### src/logic/ctrlPkg.sv
package ctrlPkg;

    // samples per acquisition pass, coarse and fine alike
    localparam int acqLength = 64;

    // histogram builder sequence
    // stWindow is the one-cycle gap after each scan
    typedef enum logic [2:0] {
        stAcqCH,
        stScanCH,
        stWindow,
        stAcqFH,
        stScanFH
    } hisStateT;

endpackage

### src/logic/hisPkg.sv
package hisPkg;

    // timestamp width from the TDC
    localparam int Np = 10;

    // bin address width, 16 bins per histogram
    localparam int Nb = 4;

    // per-bin hit count width
    // 64 samples per pass fit without saturation
    localparam int countWidth = 7;

    // timestamp to coarse bin, 64 codes per bin
    localparam int coarseShift = 6;

    // window offset to fine bin, 4 codes per bin
    localparam int fineShift = 2;

    // fine window width in timestamp codes
    localparam int windowSpan = 64;

    typedef logic [Np-1:0] timestampT;
    typedef logic [Nb-1:0] binT;
    typedef logic [countWidth-1:0] countT;

endpackage
### src/logic/hisBuilderTop.sv
module hisBuilderTop (
    input  logic              clk,
    input  logic              reset,
    input  logic              wrEn,
    input  hisPkg::timestampT roughData,
    output logic              acqActive,
    output logic              peakDone,
    output hisPkg::binT       peakCH,
    output hisPkg::binT       peakFH,
    output hisPkg::timestampT peakTime,
    output hisPkg::timestampT THminus,
    output hisPkg::timestampT THpositive
);

    hisPkg::binT   addr;
    logic          inWindow;
    logic          hisNum;
    logic          writeStrobe;
    logic          acqFull;
    logic          scanActive;
    logic          scanFirst;
    logic          scanEnd;
    logic          loadWindow;
    logic          clearBins;
    hisPkg::binT   scanIdx;
    hisPkg::countT scanCount;
    hisPkg::binT   peakBin;

    // coarse pass keeps every sample, fine pass only the windowed ones
    assign writeStrobe = wrEn && acqActive && (!hisNum || inWindow);

    dataFormatter dataFormatterU0 (
        .roughData (roughData),
        .hisNum    (hisNum),
        .THminus   (THminus),
        .addr      (addr),
        .inWindow  (inWindow)
    );

    histogramMemory histogramMemoryU0 (
        .clk         (clk),
        .reset       (reset),
        .writeStrobe (writeStrobe),
        .addr        (addr),
        .clearBins   (clearBins),
        .scanIdx     (scanIdx),
        .scanCount   (scanCount)
    );

    acqCounter acqCounterU0 (
        .clk        (clk),
        .reset      (reset),
        .wrEn       (wrEn),
        .acqActive  (acqActive),
        .scanActive (scanActive),
        .acqFull    (acqFull),
        .scanIdx    (scanIdx),
        .scanEnd    (scanEnd)
    );

    // scanLast is folded into the FSM's own sequencing
    hisBuilderFSM hisBuilderFSMU0 (
        .clk        (clk),
        .reset      (reset),
        .acqFull    (acqFull),
        .scanEnd    (scanEnd),
        .peakBin    (peakBin),
        .acqActive  (acqActive),
        .hisNum     (hisNum),
        .scanActive (scanActive),
        .scanFirst  (scanFirst),
        .scanLast   (),
        .loadWindow (loadWindow),
        .clearBins  (clearBins),
        .peakDone   (peakDone),
        .peakFH     (peakFH)
    );

    peakDetecter peakDetecterU0 (
        .clk        (clk),
        .reset      (reset),
        .scanActive (scanActive),
        .scanFirst  (scanFirst),
        .scanIdx    (scanIdx),
        .scanCount  (scanCount),
        .peakBin    (peakBin)
    );

    // window span is fixed, delta left open
    algebraicBlock algebraicBlockU0 (
        .clk        (clk),
        .reset      (reset),
        .loadWindow (loadWindow),
        .peakBin    (peakBin),
        .peakFH     (peakFH),
        .THminus    (THminus),
        .THpositive (THpositive),
        .delta      (),
        .peakCH     (peakCH),
        .peakTime   (peakTime)
    );

endmodule

### src/logic/algebraicBlock.sv
module algebraicBlock (
    input  logic              clk,
    input  logic              reset,
    input  logic              loadWindow,
    input  hisPkg::binT       peakBin,
    input  hisPkg::binT       peakFH,
    output hisPkg::timestampT THminus,
    output hisPkg::timestampT THpositive,
    output hisPkg::timestampT delta,
    output hisPkg::binT       peakCH,
    output hisPkg::timestampT peakTime
);

    // first code of the coarse peak bin
    hisPkg::timestampT windowStart;

    assign windowStart = hisPkg::timestampT'(peakBin) << hisPkg::coarseShift;

    always_ff @(posedge clk) begin
        if (reset) begin
            THminus <= '0;
            THpositive <= '0;
            delta <= '0;
            peakCH <= '0;
        end else if (loadWindow) begin
            // window covers exactly the coarse peak bin
            THminus <= windowStart;
            THpositive <= windowStart + hisPkg::timestampT'(hisPkg::windowSpan - 1);
            delta <= hisPkg::timestampT'(hisPkg::windowSpan);
            peakCH <= peakBin;
        end
    end

    // lower edge of the fine peak bin, absolute code
    assign peakTime = THminus + (hisPkg::timestampT'(peakFH) << hisPkg::fineShift);

endmodule

### src/logic/peakDetecter.sv
module peakDetecter (
    input  logic          clk,
    input  logic          reset,
    input  logic          scanActive,
    input  logic          scanFirst,
    input  hisPkg::binT   scanIdx,
    input  hisPkg::countT scanCount,
    output hisPkg::binT   peakBin
);

    // largest count seen so far in this sweep
    hisPkg::countT maxCount;

    // strict compare, so an equal count later on keeps the lower bin
    logic newPeak;

    assign newPeak = scanCount > maxCount;

    always_ff @(posedge clk) begin
        if (reset) begin
            maxCount <= '0;
            peakBin <= '0;
        end else if (scanFirst) begin
            // bin 0 seeds the running maximum
            maxCount <= scanCount;
            peakBin <= '0;
        end else if (scanActive && newPeak) begin
            maxCount <= scanCount;
            peakBin <= scanIdx;
        end
    end

    // result held until the next sweep seeds it again
    // valid the cycle after the last bin

endmodule

### src/logic/hisBuilderFSM.sv
module hisBuilderFSM (
    input  logic        clk,
    input  logic        reset,
    input  logic        acqFull,
    input  logic        scanEnd,
    input  hisPkg::binT peakBin,
    output logic        acqActive,
    output logic        hisNum,
    output logic        scanActive,
    output logic        scanFirst,
    output logic        scanLast,
    output logic        loadWindow,
    output logic        clearBins,
    output logic        peakDone,
    output hisPkg::binT peakFH
);

    ctrlPkg::hisStateT state;
    ctrlPkg::hisStateT nextState;

    // set from the window load until the result is out
    // tells the two uses of stWindow apart
    logic finePass;

    // extra cycle after the fine sweep while the peak detector settles
    logic scanTail;

    always_comb begin
        nextState = state;
        case (state)
            ctrlPkg::stAcqCH: begin
                if (acqFull) nextState = ctrlPkg::stScanCH;
            end
            ctrlPkg::stScanCH: begin
                if (scanLast) nextState = ctrlPkg::stWindow;
            end
            ctrlPkg::stWindow: begin
                nextState = finePass ? ctrlPkg::stAcqCH : ctrlPkg::stAcqFH;
            end
            ctrlPkg::stAcqFH: begin
                if (acqFull) nextState = ctrlPkg::stScanFH;
            end
            ctrlPkg::stScanFH: begin
                if (scanTail) nextState = ctrlPkg::stWindow;
            end
            default: nextState = ctrlPkg::stAcqCH;
        endcase
    end

    always_ff @(posedge clk) begin
        if (reset) begin
            state <= ctrlPkg::stAcqCH;
            finePass <= 1'b0;
            scanTail <= 1'b0;
            scanFirst <= 1'b0;
        end else begin
            state <= nextState;
            // window load starts the fine pass, result ends it
            if (state == ctrlPkg::stWindow) begin
                finePass <= !finePass;
            end
            scanTail <= (state == ctrlPkg::stScanFH) && scanLast;
            // first sweep cycle follows the completing strobe
            scanFirst <= acqActive && acqFull;
        end
    end

    // output stage for the fine peak
    // peakBin is settled in the tail cycle, shown with peakDone one cycle on
    always_ff @(posedge clk) begin
        if (reset) begin
            peakFH <= '0;
        end else if (scanTail) begin
            peakFH <= peakBin;
        end
    end

    // state decode
    assign acqActive = (state == ctrlPkg::stAcqCH) || (state == ctrlPkg::stAcqFH);
    assign hisNum = finePass;
    assign scanActive = (state == ctrlPkg::stScanCH)
                     || ((state == ctrlPkg::stScanFH) && !scanTail);
    assign scanLast = scanEnd;
    assign loadWindow = (state == ctrlPkg::stWindow) && !finePass;
    assign peakDone = (state == ctrlPkg::stWindow) && finePass;
    // bins wiped in both gap cycles
    assign clearBins = (state == ctrlPkg::stWindow);

endmodule

### src/logic/acqCounter.sv
module acqCounter (
    input  logic        clk,
    input  logic        reset,
    input  logic        wrEn,
    input  logic        acqActive,
    input  logic        scanActive,
    output logic        acqFull,
    output hisPkg::binT scanIdx,
    output logic        scanEnd
);

    // every accepted strobe, in or out of the fine window
    hisPkg::countT sampleCount;
    logic          accept;

    assign accept = wrEn && acqActive;

    // high with the strobe that completes the pass and while the count sits there
    // lets the FSM leave acquisition the very next cycle
    assign acqFull = (sampleCount == hisPkg::countT'(ctrlPkg::acqLength))
                  || (accept && sampleCount == hisPkg::countT'(ctrlPkg::acqLength - 1));

    always_ff @(posedge clk) begin
        if (reset) begin
            sampleCount <= '0;
        end else if (!acqActive) begin
            // zero outside acquisition, so each pass starts fresh
            sampleCount <= '0;
        end else if (accept) begin
            sampleCount <= sampleCount + 1'b1;
        end
    end

    // last bin of the sweep
    assign scanEnd = scanActive && (scanIdx == {hisPkg::Nb{1'b1}});

    always_ff @(posedge clk) begin
        if (reset) begin
            scanIdx <= '0;
        end else if (scanActive) begin
            // back to bin 0 ready for the next sweep
            scanIdx <= scanEnd ? '0 : scanIdx + 1'b1;
        end
    end

endmodule

### src/logic/histogramMemory.sv
module histogramMemory (
    input  logic          clk,
    input  logic          reset,
    input  logic          writeStrobe,
    input  hisPkg::binT   addr,
    input  logic          clearBins,
    input  hisPkg::binT   scanIdx,
    output hisPkg::countT scanCount
);

    // one counter per bin, shared by both passes
    hisPkg::countT binCount [2**hisPkg::Nb];

    always_ff @(posedge clk) begin
        if (reset || clearBins) begin
            // wipe the whole histogram before the next pass
            for (int i = 0; i < 2**hisPkg::Nb; i++) begin
                binCount[i] <= '0;
            end
        end else if (writeStrobe) begin
            // new count visible the cycle after the strobe
            binCount[addr] <= binCount[addr] + 1'b1;
        end
    end

    // scan read port, no latency
    // the peak detector samples it in the same cycle
    assign scanCount = binCount[scanIdx];

endmodule

### src/logic/dataFormatter.sv
module dataFormatter (
    input  hisPkg::timestampT roughData,
    input  logic              hisNum,
    input  hisPkg::timestampT THminus,
    output hisPkg::binT       addr,
    output logic              inWindow
);

    // distance from the window start, wraps below THminus
    hisPkg::timestampT offset;

    // offset held back by the fine bin width
    hisPkg::timestampT fineOffset;

    always_comb begin
        offset = roughData - THminus;
        fineOffset = offset >> hisPkg::fineShift;
    end

    // early timestamps wrap to a large offset, so one compare covers both edges
    // only meaningful in the fine pass
    assign inWindow = hisNum && (offset < hisPkg::timestampT'(hisPkg::windowSpan));

    always_comb begin
        if (hisNum) begin
            // fine pass, 4 codes per bin inside the window
            addr = hisPkg::binT'(fineOffset);
        end else begin
            // coarse pass, top bits of the raw timestamp
            addr = hisPkg::binT'(roughData >> hisPkg::coarseShift);
        end
    end

endmodule

### config.mk
export PLATFORM = sky130hd
export DESIGN_NAME = hisBuilderTop
export DESIGN_NICKNAME = d
export VERILOG_FILES = /design/src/logic/ctrlPkg.sv /design/src/logic/hisPkg.sv /design/src/logic/hisBuilderTop.sv /design/src/logic/algebraicBlock.sv /design/src/logic/peakDetecter.sv /design/src/logic/hisBuilderFSM.sv /design/src/logic/acqCounter.sv /design/src/logic/histogramMemory.sv /design/src/logic/dataFormatter.sv
export SDC_FILE = /design/constraint.sdc
export NUM_CORES = 1
export LEC_CHECK = 0
export BUFFER_PORTS_ARGS = -buffer_cell sky130_fd_sc_hd__clkbuf_2
export CAP_MARGIN = 20
export CORE_MARGIN = 3
export CORE_UTILIZATION = 28
export DETAILED_ROUTE_END_ITERATION = 7
export PLACE_DENSITY_LB_ADDON = 0.2
export SYNTH_ARGS = -nofsm -noshare
export SYNTH_HDL_FRONTEND = slang
export SYNTH_SLANG_ARGS = --single-unit
### constraint.sdc
create_clock -name clk -period 10.2 [get_ports clk]
set_input_delay 3.06 -clock clk [delete_from_list [all_inputs] [get_ports clk]]
set_output_delay 3.06 -clock clk [all_outputs]
set_load 0.1 [all_outputs]
Word level (Yosys, flattened, before mapping)
Memories as Yosys holds them, arrays and structs flattened. A register that Yosys moved wholly into a read port is not among the register bits.
Cells that the tools add are included.
{"block": "classes", "n_eq_ne": 11, "div": 0, "order_cmp": 2, "addsub": 6, "n_mul": 0, "shift": 0, "bitwise": 1, "reduce_logical": 24, "mux": 20}
{"operator": "$mux 7", "n": 3}
{"operator": "$mux 4", "n": 5}
{"operator": "$pmux 3 s5", "n": 1}
{"operator": "$add 7x1->7 const B", "n": 2}
{"operator": "$mux 3", "n": 4}
{"operator": "$logic_and 1x1->1", "n": 11}
{"operator": "$add 10x6->10", "n": 1}
{"operator": "$add 10x6->10 const B", "n": 1}
{"operator": "$lt 10x7->1 const B", "n": 1}
{"operator": "$sub 10x10->10", "n": 1}
{"operator": "$eq 7x6->1 const B", "n": 1}
{"operator": "$eq 7x7->1 const B", "n": 1}
{"operator": "$gt 7x7->1", "n": 1}
{"operator": "$reduce_or 7->1", "n": 1}
{"operator": "$eq 3x2->1 const B", "n": 2}
{"operator": "$mux 1", "n": 6}
{"operator": "$ne 2x1->1 const B", "n": 3}
{"operator": "$logic_or 1x1->1", "n": 5}
{"operator": "$add 4x1->4 const B", "n": 1}
{"operator": "$eq 4x4->1 const B", "n": 1}
{"operator": "$reduce_and 4->1", "n": 1}
{"operator": "$reduce_or 2->1", "n": 2}
{"operator": "$eq 3x1->1 const B", "n": 1}
{"operator": "$eq 3x3->1 const B", "n": 1}
{"operator": "other kinds (6)", "n": 7}
{"block": "totals", "latch_bits": 0, "register_bits": 46, "wordCells": 76, "mem_bits_ro": 0, "ramBits": 112, "memories": 1}
{"name": "histogramMemoryU0.binCount", "words": 16, "word_bits": 7, "read_ports": 2, "rd_clocked_by_memory_dff": 1, "write_ports": 16, "line_no": "histogramMemory.sv:12", "text": "hisPkg::countT binCount [2**hisPkg::Nb];"}

Logic depth before layout (Yosys ltp)
Gate-level depths: netlist (run 1).
{"block": "depth", "depth_word": 10, "ltp_mapped": 14, "mapped_depth_nobuf": 11}

Cells and area by module
From an unflattened synthesis (run 1), not the netlist that was laid out.
{"block": "hier_totals", "hier_cells": 683, "area_unflattened_um2": 8443.1}
{"module": "histogramMemory", "cells_each": 387, "seq_area_each_um2": 3363.2, "instances": 1, "area_each_um2": 5866.9}
{"module": "peakDetecter", "cells_each": 73, "seq_area_each_um2": 220.2, "instances": 1, "area_each_um2": 673.1}
{"module": "acqCounter", "cells_each": 57, "seq_area_each_um2": 220.2, "instances": 1, "area_each_um2": 518.0}
{"module": "hisBuilderFSM", "cells_each": 53, "seq_area_each_um2": 200.2, "instances": 1, "area_each_um2": 485.5}
{"module": "algebraicBlock", "cells_each": 56, "seq_area_each_um2": 100.1, "instances": 1, "area_each_um2": 470.5}
{"module": "dataFormatter", "cells_each": 54, "seq_area_each_um2": 0.0, "instances": 1, "area_each_um2": 412.9}
{"module": "hisBuilderTop", "cells_each": 3, "seq_area_each_um2": 0.0, "instances": 1, "area_each_um2": 16.3}

Least setup slack after synthesis (run 1)
OpenSTA, ideal clock, no wires.
{"block": "synth_timing", "kind": "input -> register", "startpoint": "input port roughData[6]", "endpoint": "memory histogramMemoryU0.binCount[0][2] in the netlist's numbering, data pin", "path_stages": 10, "n_path_buf": 3, "setup_slack_ns": 4.542, "t_arrival_ns": 5.393, "cell_sequence": "mux2_4 buf_6 mux4_2 nand2_1 nand4_4 buf_1 ha_1 xnor2_1 clkbuf_1 nor2_1"}
{"element": "start: declaration", "line_no": "hisBuilderTop.sv:5", "text": "input hisPkg::timestampT roughData,"}
{"element": "end: declaration", "line_no": "histogramMemory.sv:12"}

==> results.cfg, run 1 <==
[outcome]
status = completed

[floorplanning]
die_area_um2 = 32060
die_h_um = 179.0
design.core.area_um2 = 29090
ios = 53
std_cell_rows = 62
die_x_um = 179.0
initial_core_util_pct = 28.82

[yosys]
yosys_warnings = 0
yosysTopAreaCell = edfxtp_1
ys_seq_area_share_pct = 49.90
synth_area_per_cell_um2 = 12.17
synth_area_um2 = 8384
synth_top_area_share_pct = 40.11
ys_types = 67
synth_cells = 689
synth_ff_type = edfxtp_1
ys_async_sr_fraction_pct = 0
synth_edf_count = 112
synth.area.top_cells = edfxtp_1, mux4_2, dfxtp_1
ys_ff_latch = 153

[timing]
max_freq_mhz = 158.8
fin_crit_sh_pct = 61.73
totalNegativeSetupSlack_ns = 0
slew_headroom_pct = 29.25
worstMarginPinSlew_ns = 1.054
setup_violations = 0
clock_skew_ns = 0.01257
rsz0062_at_grt = false
fin_crit_ns = 6.296
holdWs_ns = 0.4629
slew_viol_final = 0
hold_viol = 0

[worst_setup_path]
critPathArrivalTime_ns = 6.47
crit_buf_inv = 3
critPathMostFrequentCell = buf_4
rr_worst_depth = 8
ff2ff_setup_slack_ns = 5.69
cp-end-kind = flop
critPathMaxFanout = 38
required_ns = 10.38
worst_path_largest_cell_delay_ns = 0.84
critical-path-top-delay-family = buffers and inverters
worstSetupStartpointType = primary input
r2r-end = histogramMemoryU0.binCount[12][2]
reg2reg_from = hisBuilderFSMU0.hisNum
cp_cell_sequence = clkbuf_2, mux2_2, buf_4, mux4_2, nand2_1, nand4_4, ha_1, xnor2_1, buf_4, nor2_1
slowest_stage = xnor2_1
setup.worst_path.class = primary input to flop

[global_routing]
first_global_vias = 5354
antenna_found_initial = 0
grt-ovfl-total = 0
grt_max_degree = 39
grt_pass1_wl_um = 34180
grtUsageTotal_pct = 14.79

[worst_hold_path]
hp-class = flop to flop
holdPathStages = 2
min_from = peakDetecterU0.maxCount[4]
min_to = peakDetecterU0.maxCount[4]

[power]
switchingPower_w = 0.0004046
internal_power_w = 0.001098
pwr-share-seq_pct = 46.3
comb_power_share_pct = 10.3
p_sw_share_pct = 26.93
powerDensity_nw_per_um2 = 161.2
ir_worst_vdd_mv = 0.1112
p_leak_nw = 3.248
clock_power_share_pct = 43.3

[clocking]
postCtsSetupRepairBufs = 0
cts_resized = 0
htree_levels = 4
cts.path.max_buffers = 2
path_clk_slew_ns = 0.07
clk_latency_ns = 0.44
cts_made_buffers = 17
postCtsHoldBufs = 0
cts_tree = done
cts_root_buf = clkbuf_16
cts_sinks = 153

[detailed_routing]
dr_total_vias = 5391
first_iter_violations = 459
drt_first_pass_iters = 5
drt_wl_total_um = 22610
ant_nets = 0
viasPerCell = 4.928
routedWlPerCell_um = 20.67
route.detailed.drc = 0

[layout]
areaGrowthSynthToFinish_pct = 11.16
antenna_cells = 0
nNetsFinal = 725
drive_gt1_share_pct = 24.51

[flow_run]
cap_violations = 0

[place]
gp_congestion = 0.8380
dp_hpwl_um = 15180
numPortBuffers = 42
## registers in the layout (all words and copies together) (netlist names), 3 cells and up, named ones only
register / count
histogramMemoryU0.binCount: 112
acqCounterU0.sampleCount: 7
peakDetecterU0.maxCount: 7
algebraicBlockU0.THpositive: 5
acqCounterU0.scanIdx: 4
hisBuilderFSMU0.peakFH: 4
peakDetecterU0.peakBin: 4
hisBuilderFSMU0.state: 3
## power groups by stage
| stage | registers (W) | logic (W) | clock network (W) |
|---|---|---|---|
| 3_5_place_dp | 0.000710 | 0.000157 | 0 |
| 5_1_grt | 0.000698 | 0.000167 | 0.000683 |
| 4_1_cts | 0.000696 | 0.000157 | 0.000660 |
| 3_3_place_gp | 0.000709 | 0.000157 | 0 |
| 2_1_floorplan | 0.000706 | 0.000113 | 0 |
| 6_report | 0.000696 | 0.000155 | 0.000651 |
## layout make-up
class	instances	area (um2)
Timing Repair Buffer	49	266.5
Multi-Input combinational cell	456	3719
Sequential cell	153	4185
Inverter	20	75.07
Fill cell	2907	19770
Clock inverter	14	165.2
Tap cell	384	480.5
Clock buffer	18	429.2
## routing by layer
metal / global-route usage, % / vias up / share of wire (%)
li1: - / 2545 / -
met1: 20.17 / 2680 / 44
met2: 23.05 / 145 / 48
met3: 3.473 / 21 / 7.1
met4: 5.260 / 0 / 1.6
met5: 0 / - / 0
## synthesized netlist by cell type (5+ instances only)
cell type,number
nor2_1,116
edfxtp_1,112
nand2_1,62
mux4_2,54
dfxtp_1,41
buf_4,32
mux2i_1,24
a21oi_1,20
inv_1,20
nor3_2,20
nor3_1,19
clkbuf_1,16
nand3_1,15
ha_1,14
buf_2,10
o21ai_0,9
xor2_1,9
a32oi_1,8
and2_1,6
buf_6,5
nand4_1,5
## how the worst max path moves through the flow
stage / depth (start not counted) / endpoint / slack (ns) / startpoint
final: 10 / histogramMemoryU0.binCount[12][2] / 3.90 / roughData[7]
after global routing: 7 / histogramMemoryU0.binCount[9][3] / 3.69 / reset
after CTS: 9 / histogramMemoryU0.binCount[12][2] / 3.85 / roughData[6]
after detailed placement: 9 / histogramMemoryU0.binCount[12][2] / 3.39 / roughData[6]
after global placement: 6 / histogramMemoryU0.binCount[1][2] / 3.10 / reset
after floorplan: 10 / histogramMemoryU0.binCount[0][2] / 4.54 / roughData[6]
## cell families (layout without fill, tap and decap cells)
group,count (synthesis),count (layout),share of synthesized area (%)
AO/OA/AOI/OAI,58,58,4.791
XOR/XNOR,15,15,1.880
adder cells (fa/ha/maj),15,15,2.328
buffers and inverters,87,101,6.059
flip-flops,153,153,49.90
multiplexers,82,82,18.27
other,1,8,0.04473
AND/OR/NAND/NOR,278,278,16.73
## metrics by stage
| stage | instance area, um2 | setup WS (ns) | power, W | instances | utilization [%] |
|---|---|---|---|---|---|
| 2_1_floorplan | 8411 | 4.542 | 0.0008189 | 696 | - |
| 3_3_place_gp | 8715 | 3.096 | 0.0008666 | 1061 | 29.96 |
| 3_5_place_dp | 8726 | 3.390 | 0.0008667 | 1062 | 30.00 |
| 4_1_cts | 9320 | 3.848 | 0.001513 | 1094 | 32.04 |
| 5_1_grt | 9320 | 3.687 | 0.001549 | 1094 | 32.04 |
| 6_report | 9320 | 3.904 | 0.001502 | 1094 | 32.04 |
## cells in the final DEF, fill, tap and decap left out, drive strengths merged, types with 7 or more instances in the layout
cell and n:
nor3 39, edfxtp 112, nand2 62, ha 14, dfxtp 41, nand3 15
inv 25, mux2i 25, nand4 7, xor2 9, a21oi 22, a32oi 8
clkbuf 60, nor2 117, mux4 55, o21ai 10, conb 8, and2 8
## worst reg2reg max path, cell delays in order (launching register included)
cell and delay, ns:
dfxtp_1 0.84, mux2_4 0.68, mux4_2 0.62, nand2_1 0.17
nand4_4 0.35, ha_1 0.37, xnor2_1 0.84, buf_4 0.33
nor2_1 0.06
Note: power is estimated with default switching activity, not from simulation.
==> inputs of run 2 (changes only) <==
--- a/config.mk
+++ b/config.mk
@@ -5,6 +5,7 @@
 export SDC_FILE = /design/constraint.sdc
 export NUM_CORES = 1
 export LEC_CHECK = 0
+export ABC_AREA = 1
 export BUFFER_PORTS_ARGS = -buffer_cell sky130_fd_sc_hd__clkbuf_2
 export CAP_MARGIN = 20
 export CORE_MARGIN = 3
==> constraint.sdc (replaced) <==
create_clock -name clk -period 5.9 [get_ports clk]
set_input_delay 1.77 -clock clk [delete_from_list [all_inputs] [get_ports clk]]
set_output_delay 1.77 -clock clk [all_outputs]
set_load 0.1 [all_outputs]
==> run 2 against run 1 <==
Compared with the run above: hold slack worse by 0.012 ns; non-clock buffer count up 11; routed wire length rose by 17%; via count rose by 36%; sequential power grew 72%; count of clock-buffer cells in the layout up 8; critical path depth up 2; final cell count grew 41%; synthesized cell count rose by 63%; sequential share of layout area fell by 2.5 points.
==> results.cfg, run 2 <==
[outcome]
status = completed

[floorplanning]
die_area_um2 = 33940
die_x_um = 184.2
initial_core_util_pct = 28.78
ios = 53
std_cell_rows = 64
design.core.area_um2 = 30910
die_h_um = 184.2

[detailed_routing]
routedWlPerCell_um = 17.25
drt_first_pass_iters = 5
dr_total_vias = 7333
met2_wirelength_um = 11640
first_iter_violations = 553
route.detailed.drc = 0
viasPerCell = 4.765
wl_met1_um = 12970
top_layer = met4
ant_nets = 0
drt_wl_total_um = 26550
wl_met3_um = 1256

[yosys]
yosysTopAreaCell = edfxtp_1
yosys_warnings = 0
synth.area.top_cells = edfxtp_1, nand2_1, dfxtp_1
ys_seq_area_share_pct = 47.04
synth_edf_count = 112
synth_area_per_cell_um2 = 7.914
synth_most_common_cell = nand2_1
synth_top_area_share_pct = 37.81
synth_area_um2 = 8895
ys_types = 46
netlist_top_cells_count = nand2_1, nor2_1, edfxtp_1
synth_cells = 1124
ys_ff_latch = 153
synth_ff_type = edfxtp_1
ys_async_sr_fraction_pct = 0

[timing]
fin_crit_sh_pct = 78.35
slew_headroom_pct = 38.13
totalNegativeSetupSlack_ns = 0
worstMarginPinSlew_ns = 0.9281
fin_crit_ns = 4.623
clock_skew_ns = 0.01165
setup_violations = 0
max_freq_mhz = 216.3
slew_viol_final = 0
fin_ws_ns = 1.277
hold_viol = 0
rsz0062_at_grt = false
holdWs_ns = 0.4505

[clocking]
cts_sinks = 153
cts.path.max_buffers = 2
postCtsSetupRepairBufs = 0
cts_made_buffers = 17
path_clk_slew_ns = 0.06
postCtsHoldBufs = 0
cts_tree = done
htree_levels = 4
cts_resized = 0
cts_root_buf = clkbuf_16
clk_latency_ns = 0.44

[layout]
antenna_cells = 0
fillers = 3312
final_common_cell = nand2_1
final_cell_mix = nand2_1, nor2_1, edfxtp_1
largest_register_ff_count = 112
final_cells = 1539
regMostFlops = histogramMemoryU0.binCount
areaGrowthSynthToFinish_pct = 11.00
drive_gt1_share_pct = 12.86
nNetsFinal = 1158
largestRegisters = histogramMemoryU0.binCount x112, acqCounterU0.sampleCount x7, peakDetecterU0.maxCount x7

[worst_setup_path]
critPathMostFrequentCell = nand2_1
critPathArrivalTime_ns = 4.72
cp-end-kind = flop
cp_cell_sequence = clkbuf_2, inv_2, ha_1, inv_1, fa_1, inv_1, nand2_1, o31ai_1, nand3_1, nor2_1, nand2_1, nand2_1
setup.worst_path.class = primary input to flop
ff2ff_setup_slack_ns = 1.88
r2r-end = peakDetecterU0.maxCount[3]
slowest_stage = nor2_1
rr_worst_depth = 15
worst_path_largest_cell_delay_ns = 0.59
critPathMaxFanout = 8
required_ns = 6.00
worstSetupStartpointType = primary input

[global_routing]
antenna_found_initial = 0
grtUsageTotal_pct = 15.93
grt_max_degree = 86
grt_pass1_wl_um = 40490
first_global_vias = 6937
grt-ovfl-total = 0

[place]
numPortBuffers = 42
pre_cts_ws_ns = 0.9157
gp_congestion = 0.8132
dp_hpwl_um = 17590
dpl.cell_count = 1507

[power]
power_w = 0.002665
powerDensity_nw_per_um2 = 269.9
p_leak_nw = 4.233
ir_worst_vdd_mv = 0.2032

[worst_hold_path]
min_from = peakDetecterU0.maxCount[0]
hp-class = flop to flop
holdPathStages = 2
min_to = peakDetecterU0.maxCount[0]

[flow_run]
cap_violations = 0
-- run 2: cell count changes in the layout (fill, tap and decap cells not counted), moves of 24 or more --
cell / before / now
a21oi_1: 20 / 61
nor2_1: 116 / 162
mux4_2: 54 / 0
nand3_1: 15 / 41
mux2i_1: 24 / 0
o21ai_0: 9 / 89
inv_1: 20 / 108
nand2_1: 62 / 293
-- run 2: cells by family (layout without fill, tap and decap cells) --
family,count (synthesis),in the layout,share of synthesized area [%]
simple gates,558,558,27.09
compound gates,194,194,11.89
buf+inv,194,206,10.56
flops,153,153,47.04
fa+ha+maj,15,15,2.194
xor+xnor,9,9,1.182
other cells,1,8,0.04216
-- run 2: worst max-delay path: cells and delay by family --
kind,cells,cell delay [ns]
adder cells (fa/ha/maj),2,0.59
AND/OR/NAND/NOR,5,1.74
buffers and inverters,4,0.37
AO/OA/AOI/OAI,1,0.27
-- run 2: where the power goes --
group	total, W	leakage [nW]	switching [W]	internal, W
logic	0.000323	2.44	0.000247	0.0000759
clock network	0.00114	0.302	0.000474	0.000665
registers	0.00120	1.49	0.0000160	0.00119
total	0.00266	4.23	0.000738	0.00193
-- run 2: stage by stage --
stage	instance area (um2)	utilization (%)
after floorplan	8921	-
after global placement	9264	29.97
after detailed placement	9264	29.97
after CTS	9873	31.94
after global routing	9873	31.94
final	9873	31.94
-- run 2: cell type report --
cell class	count	area, um2	area share [%]
multi-input combinational	784	3805	38.54
clock inverter	6	45.04	0.4562
tap	396	495.5	5.018
inverter	114	432.9	4.385
clock buffer	26	564.3	5.715
timing repair buffer	60	345.3	3.498
sequential	153	4185	42.39
-- run 2: how the worst max path moves through the flow --
stage,startpoint,end,slack [ns]
2_1_floorplan,roughData[2],histogramMemoryU0.binCount[6][4],1.89
3_3_place_gp,roughData[6],histogramMemoryU0.binCount[8][2],0.93
3_5_place_dp,roughData[6],histogramMemoryU0.binCount[8][2],0.92
4_1_cts,roughData[6],histogramMemoryU0.binCount[8][6],1.36
5_1_grt,roughData[6],histogramMemoryU0.binCount[8][6],1.18
6_report,roughData[6],histogramMemoryU0.binCount[8][6],1.28
-- run 2: layer usage --
layer / track usage [%] / up-vias
li1: - / 3645
met1: 22.35 / 3403
met2: 24.77 / 247
met3: 2.664 / 38
met4: 5.836 / 0
met5: 0 / -
==> inputs of run 3 (changes only) <==
==> constraint.sdc (replaced) <==
create_clock -name clk -period 4.44 [get_ports clk]
set_input_delay 1.332 -clock clk [delete_from_list [all_inputs] [get_ports clk]]
set_output_delay 1.332 -clock clk [all_outputs]
set_load 0.1 [all_outputs]
==> run 3 against run 2 <==
Compared with the run above: clock skew about the same; non-clock buffer count increased by 35; setup slack got worse by 0.49 ns; routed wire length rose by 1.2%; sequential cell count unchanged; hold slack about the same; count of clock-buffer cells in the layout increased by 1; sequential power increased by 33%; largest power group unchanged; highest routed layer unchanged.
==> results.cfg, run 3 (synthesized netlist as in run 2, its figures left out) <==
[outcome]
status = completed

[timing]
fin_crit_sh_pct = 82.33
setup_violations = 0
slew_viol_final = 0
rsz0062_at_grt = false
totalNegativeSetupSlack_ns = 0
fin_crit_ns = 3.656
clock_skew_ns = 0.01143
hold_viol = 0
max_freq_mhz = 273.6
slew_headroom_pct = 43.58
worstMarginPinSlew_ns = 0.8454

[clocking]
postCtsHoldBufs = 0
clk_latency_ns = 0.44
cts_resized = 0
htree_levels = 4
cts_sinks = 153
cts_root_buf = clkbuf_16
postCtsSetupRepairBufs = 0
cts_made_buffers = 17
cts_tree = done
path_clk_slew_ns = 0.07
cts.path.max_buffers = 2

[global_routing]
grt-ovfl-total = 0
antenna_found_initial = 0
grt_pass1_wl_um = 40870
grtUsageTotal_pct = 16.12
first_global_vias = 7146
grt_max_degree = 54

[detailed_routing]
ant_nets = 0
drt_wl_total_um = 26870
routedWlPerCell_um = 17.07
route.detailed.drc = 0
drt_first_pass_iters = 5
dr_total_vias = 7420
first_iter_violations = 541
viasPerCell = 4.714

[layout]
drive_gt1_share_pct = 15.28
regMostFlops = histogramMemoryU0.binCount
antenna_cells = 0
multiInputGateArea_um2 = 3805
nNetsFinal = 1193
final_cell_mix = nand2_1, nor2_1, edfxtp_1
areaGrowthSynthToFinish_pct = 14.38
utilization_pct = 32.91
post-route-cell-area_um2 = 10170
largestRegisters = histogramMemoryU0.binCount x112, acqCounterU0.sampleCount x7, peakDetecterU0.maxCount x7
largest_register_ff_count = 112
final_common_cell = nand2_1
fillers = 3315
seqCellArea_um2 = 4185

[worst_setup_path]
r2r-end = histogramMemoryU0.binCount[1][3]
critPathMaxFanout = 7
critical-path-top-delay-family = simple AND/OR/NAND/NOR gates
critPathArrivalTime_ns = 3.77
cp-end-kind = flop
slowest_stage = fa_1
critPathMostFrequentCell = nand2_1
ff2ff_setup_slack_ns = 1.20
worst_path_largest_cell_delay_ns = 0.41
crit_buf_inv = 5
reg2reg_from = hisBuilderFSMU0.hisNum
cp_cell_sequence = clkbuf_2, inv_2, ha_1, inv_1, fa_1, inv_1, nand2_1, o31ai_1, nand3_1, nor2_1, buf_4, nand2_1, nand2_1
setup.worst_path.class = primary input to flop
rr_worst_depth = 15
required_ns = 4.55
worstSetupStartpointType = primary input

[worst_hold_path]
holdPathStages = 2
hp-class = flop to flop
min_from = peakDetecterU0.maxCount[0]
min_to = peakDetecterU0.maxCount[0]

[power]
powerDensity_nw_per_um2 = 352.0
ir_worst_vdd_mv = 0.2635
power_w = 0.003581
p_leak_nw = 4.410

[floorplanning]
std_cell_rows = 64
ios = 53
die_h_um = 184.2
die_x_um = 184.2
die_area_um2 = 33940
design.core.area_um2 = 30910
initial_core_util_pct = 28.78

[flow_run]
cap_violations = 0

[place]
place_area_um2 = 9552
dp_hpwl_um = 18910
numPortBuffers = 42
gp_congestion = 0.8231
## run 3: cell count changes in the layout (fill, tap and decap cells not counted), sizes merged
cell,change
clkbuf,+1
buf,+35
clkinvlp,-1
## run 3: layout make-up
| class | instances | share of cell area [%] |
|---|---|---|
| tap | 396 | 4.870 |
| multi-input combinational | 784 | 37.40 |
| inverter | 114 | 4.255 |
| clock buffer | 27 | 5.707 |
| timing repair buffer | 95 | 6.223 |
| sequential | 153 | 41.14 |
| clock inverter | 5 | 0.4059 |
## run 3: per-layer routing
layer	up-vias	share of wire, %	global-route usage, %
li1	3702	-	-
met1	3475	46	21.28
met2	215	46	26.76
met3	28	5.5	3.395
met4	0	1.7	4.657
met5	-	0	0
## run 3: how the worst max path moves through the flow
stage | start | end | slack, ns | cells after the start
3_5_place_dp | roughData[6] | histogramMemoryU0.binCount[12][1] | 0.35 | 13
5_1_grt | roughData[6] | histogramMemoryU0.binCount[15][2] | 0.66 | 12
2_1_floorplan | roughData[2] | histogramMemoryU0.binCount[6][4] | 0.87 | 19
6_report | roughData[6] | histogramMemoryU0.binCount[3][3] | 0.78 | 13
3_3_place_gp | roughData[6] | histogramMemoryU0.binCount[12][4] | 0.37 | 13
4_1_cts | roughData[6] | histogramMemoryU0.binCount[12][1] | 0.81 | 13
## run 3: stage by stage
step | instances | worst slack [ns] | hold slack [ns]
after floorplan | 1131 | 0.8651 | 0.4275
after global placement | 1542 | 0.3748 | 0.4385
after detailed placement | 1542 | 0.3493 | 0.4481
after CTS | 1574 | 0.8142 | 0.4573
after global routing | 1574 | 0.6560 | 0.4783
final | 1574 | 0.7844 | 0.4508
## run 3: power by group
group / internal (W) / switching [W] / total [W]
Sequential: 0.00158 / 0.0000213 / 0.00160
Combinational: 0.000123 / 0.000333 / 0.000457
Clock: 0.000908 / 0.000618 / 0.00153
Total: 0.00261 / 0.000973 / 0.00358
## run 3: tightest hold or removal path, delay by kind of cell (launching register included)
| family | cells | cell delay, ns |
|---|---|---|
| AO/OA/AOI/OAI | 1 | 0.05 |
| buffers and inverters | 1 | 0.05 |
| flip-flops | 1 | 0.31 |
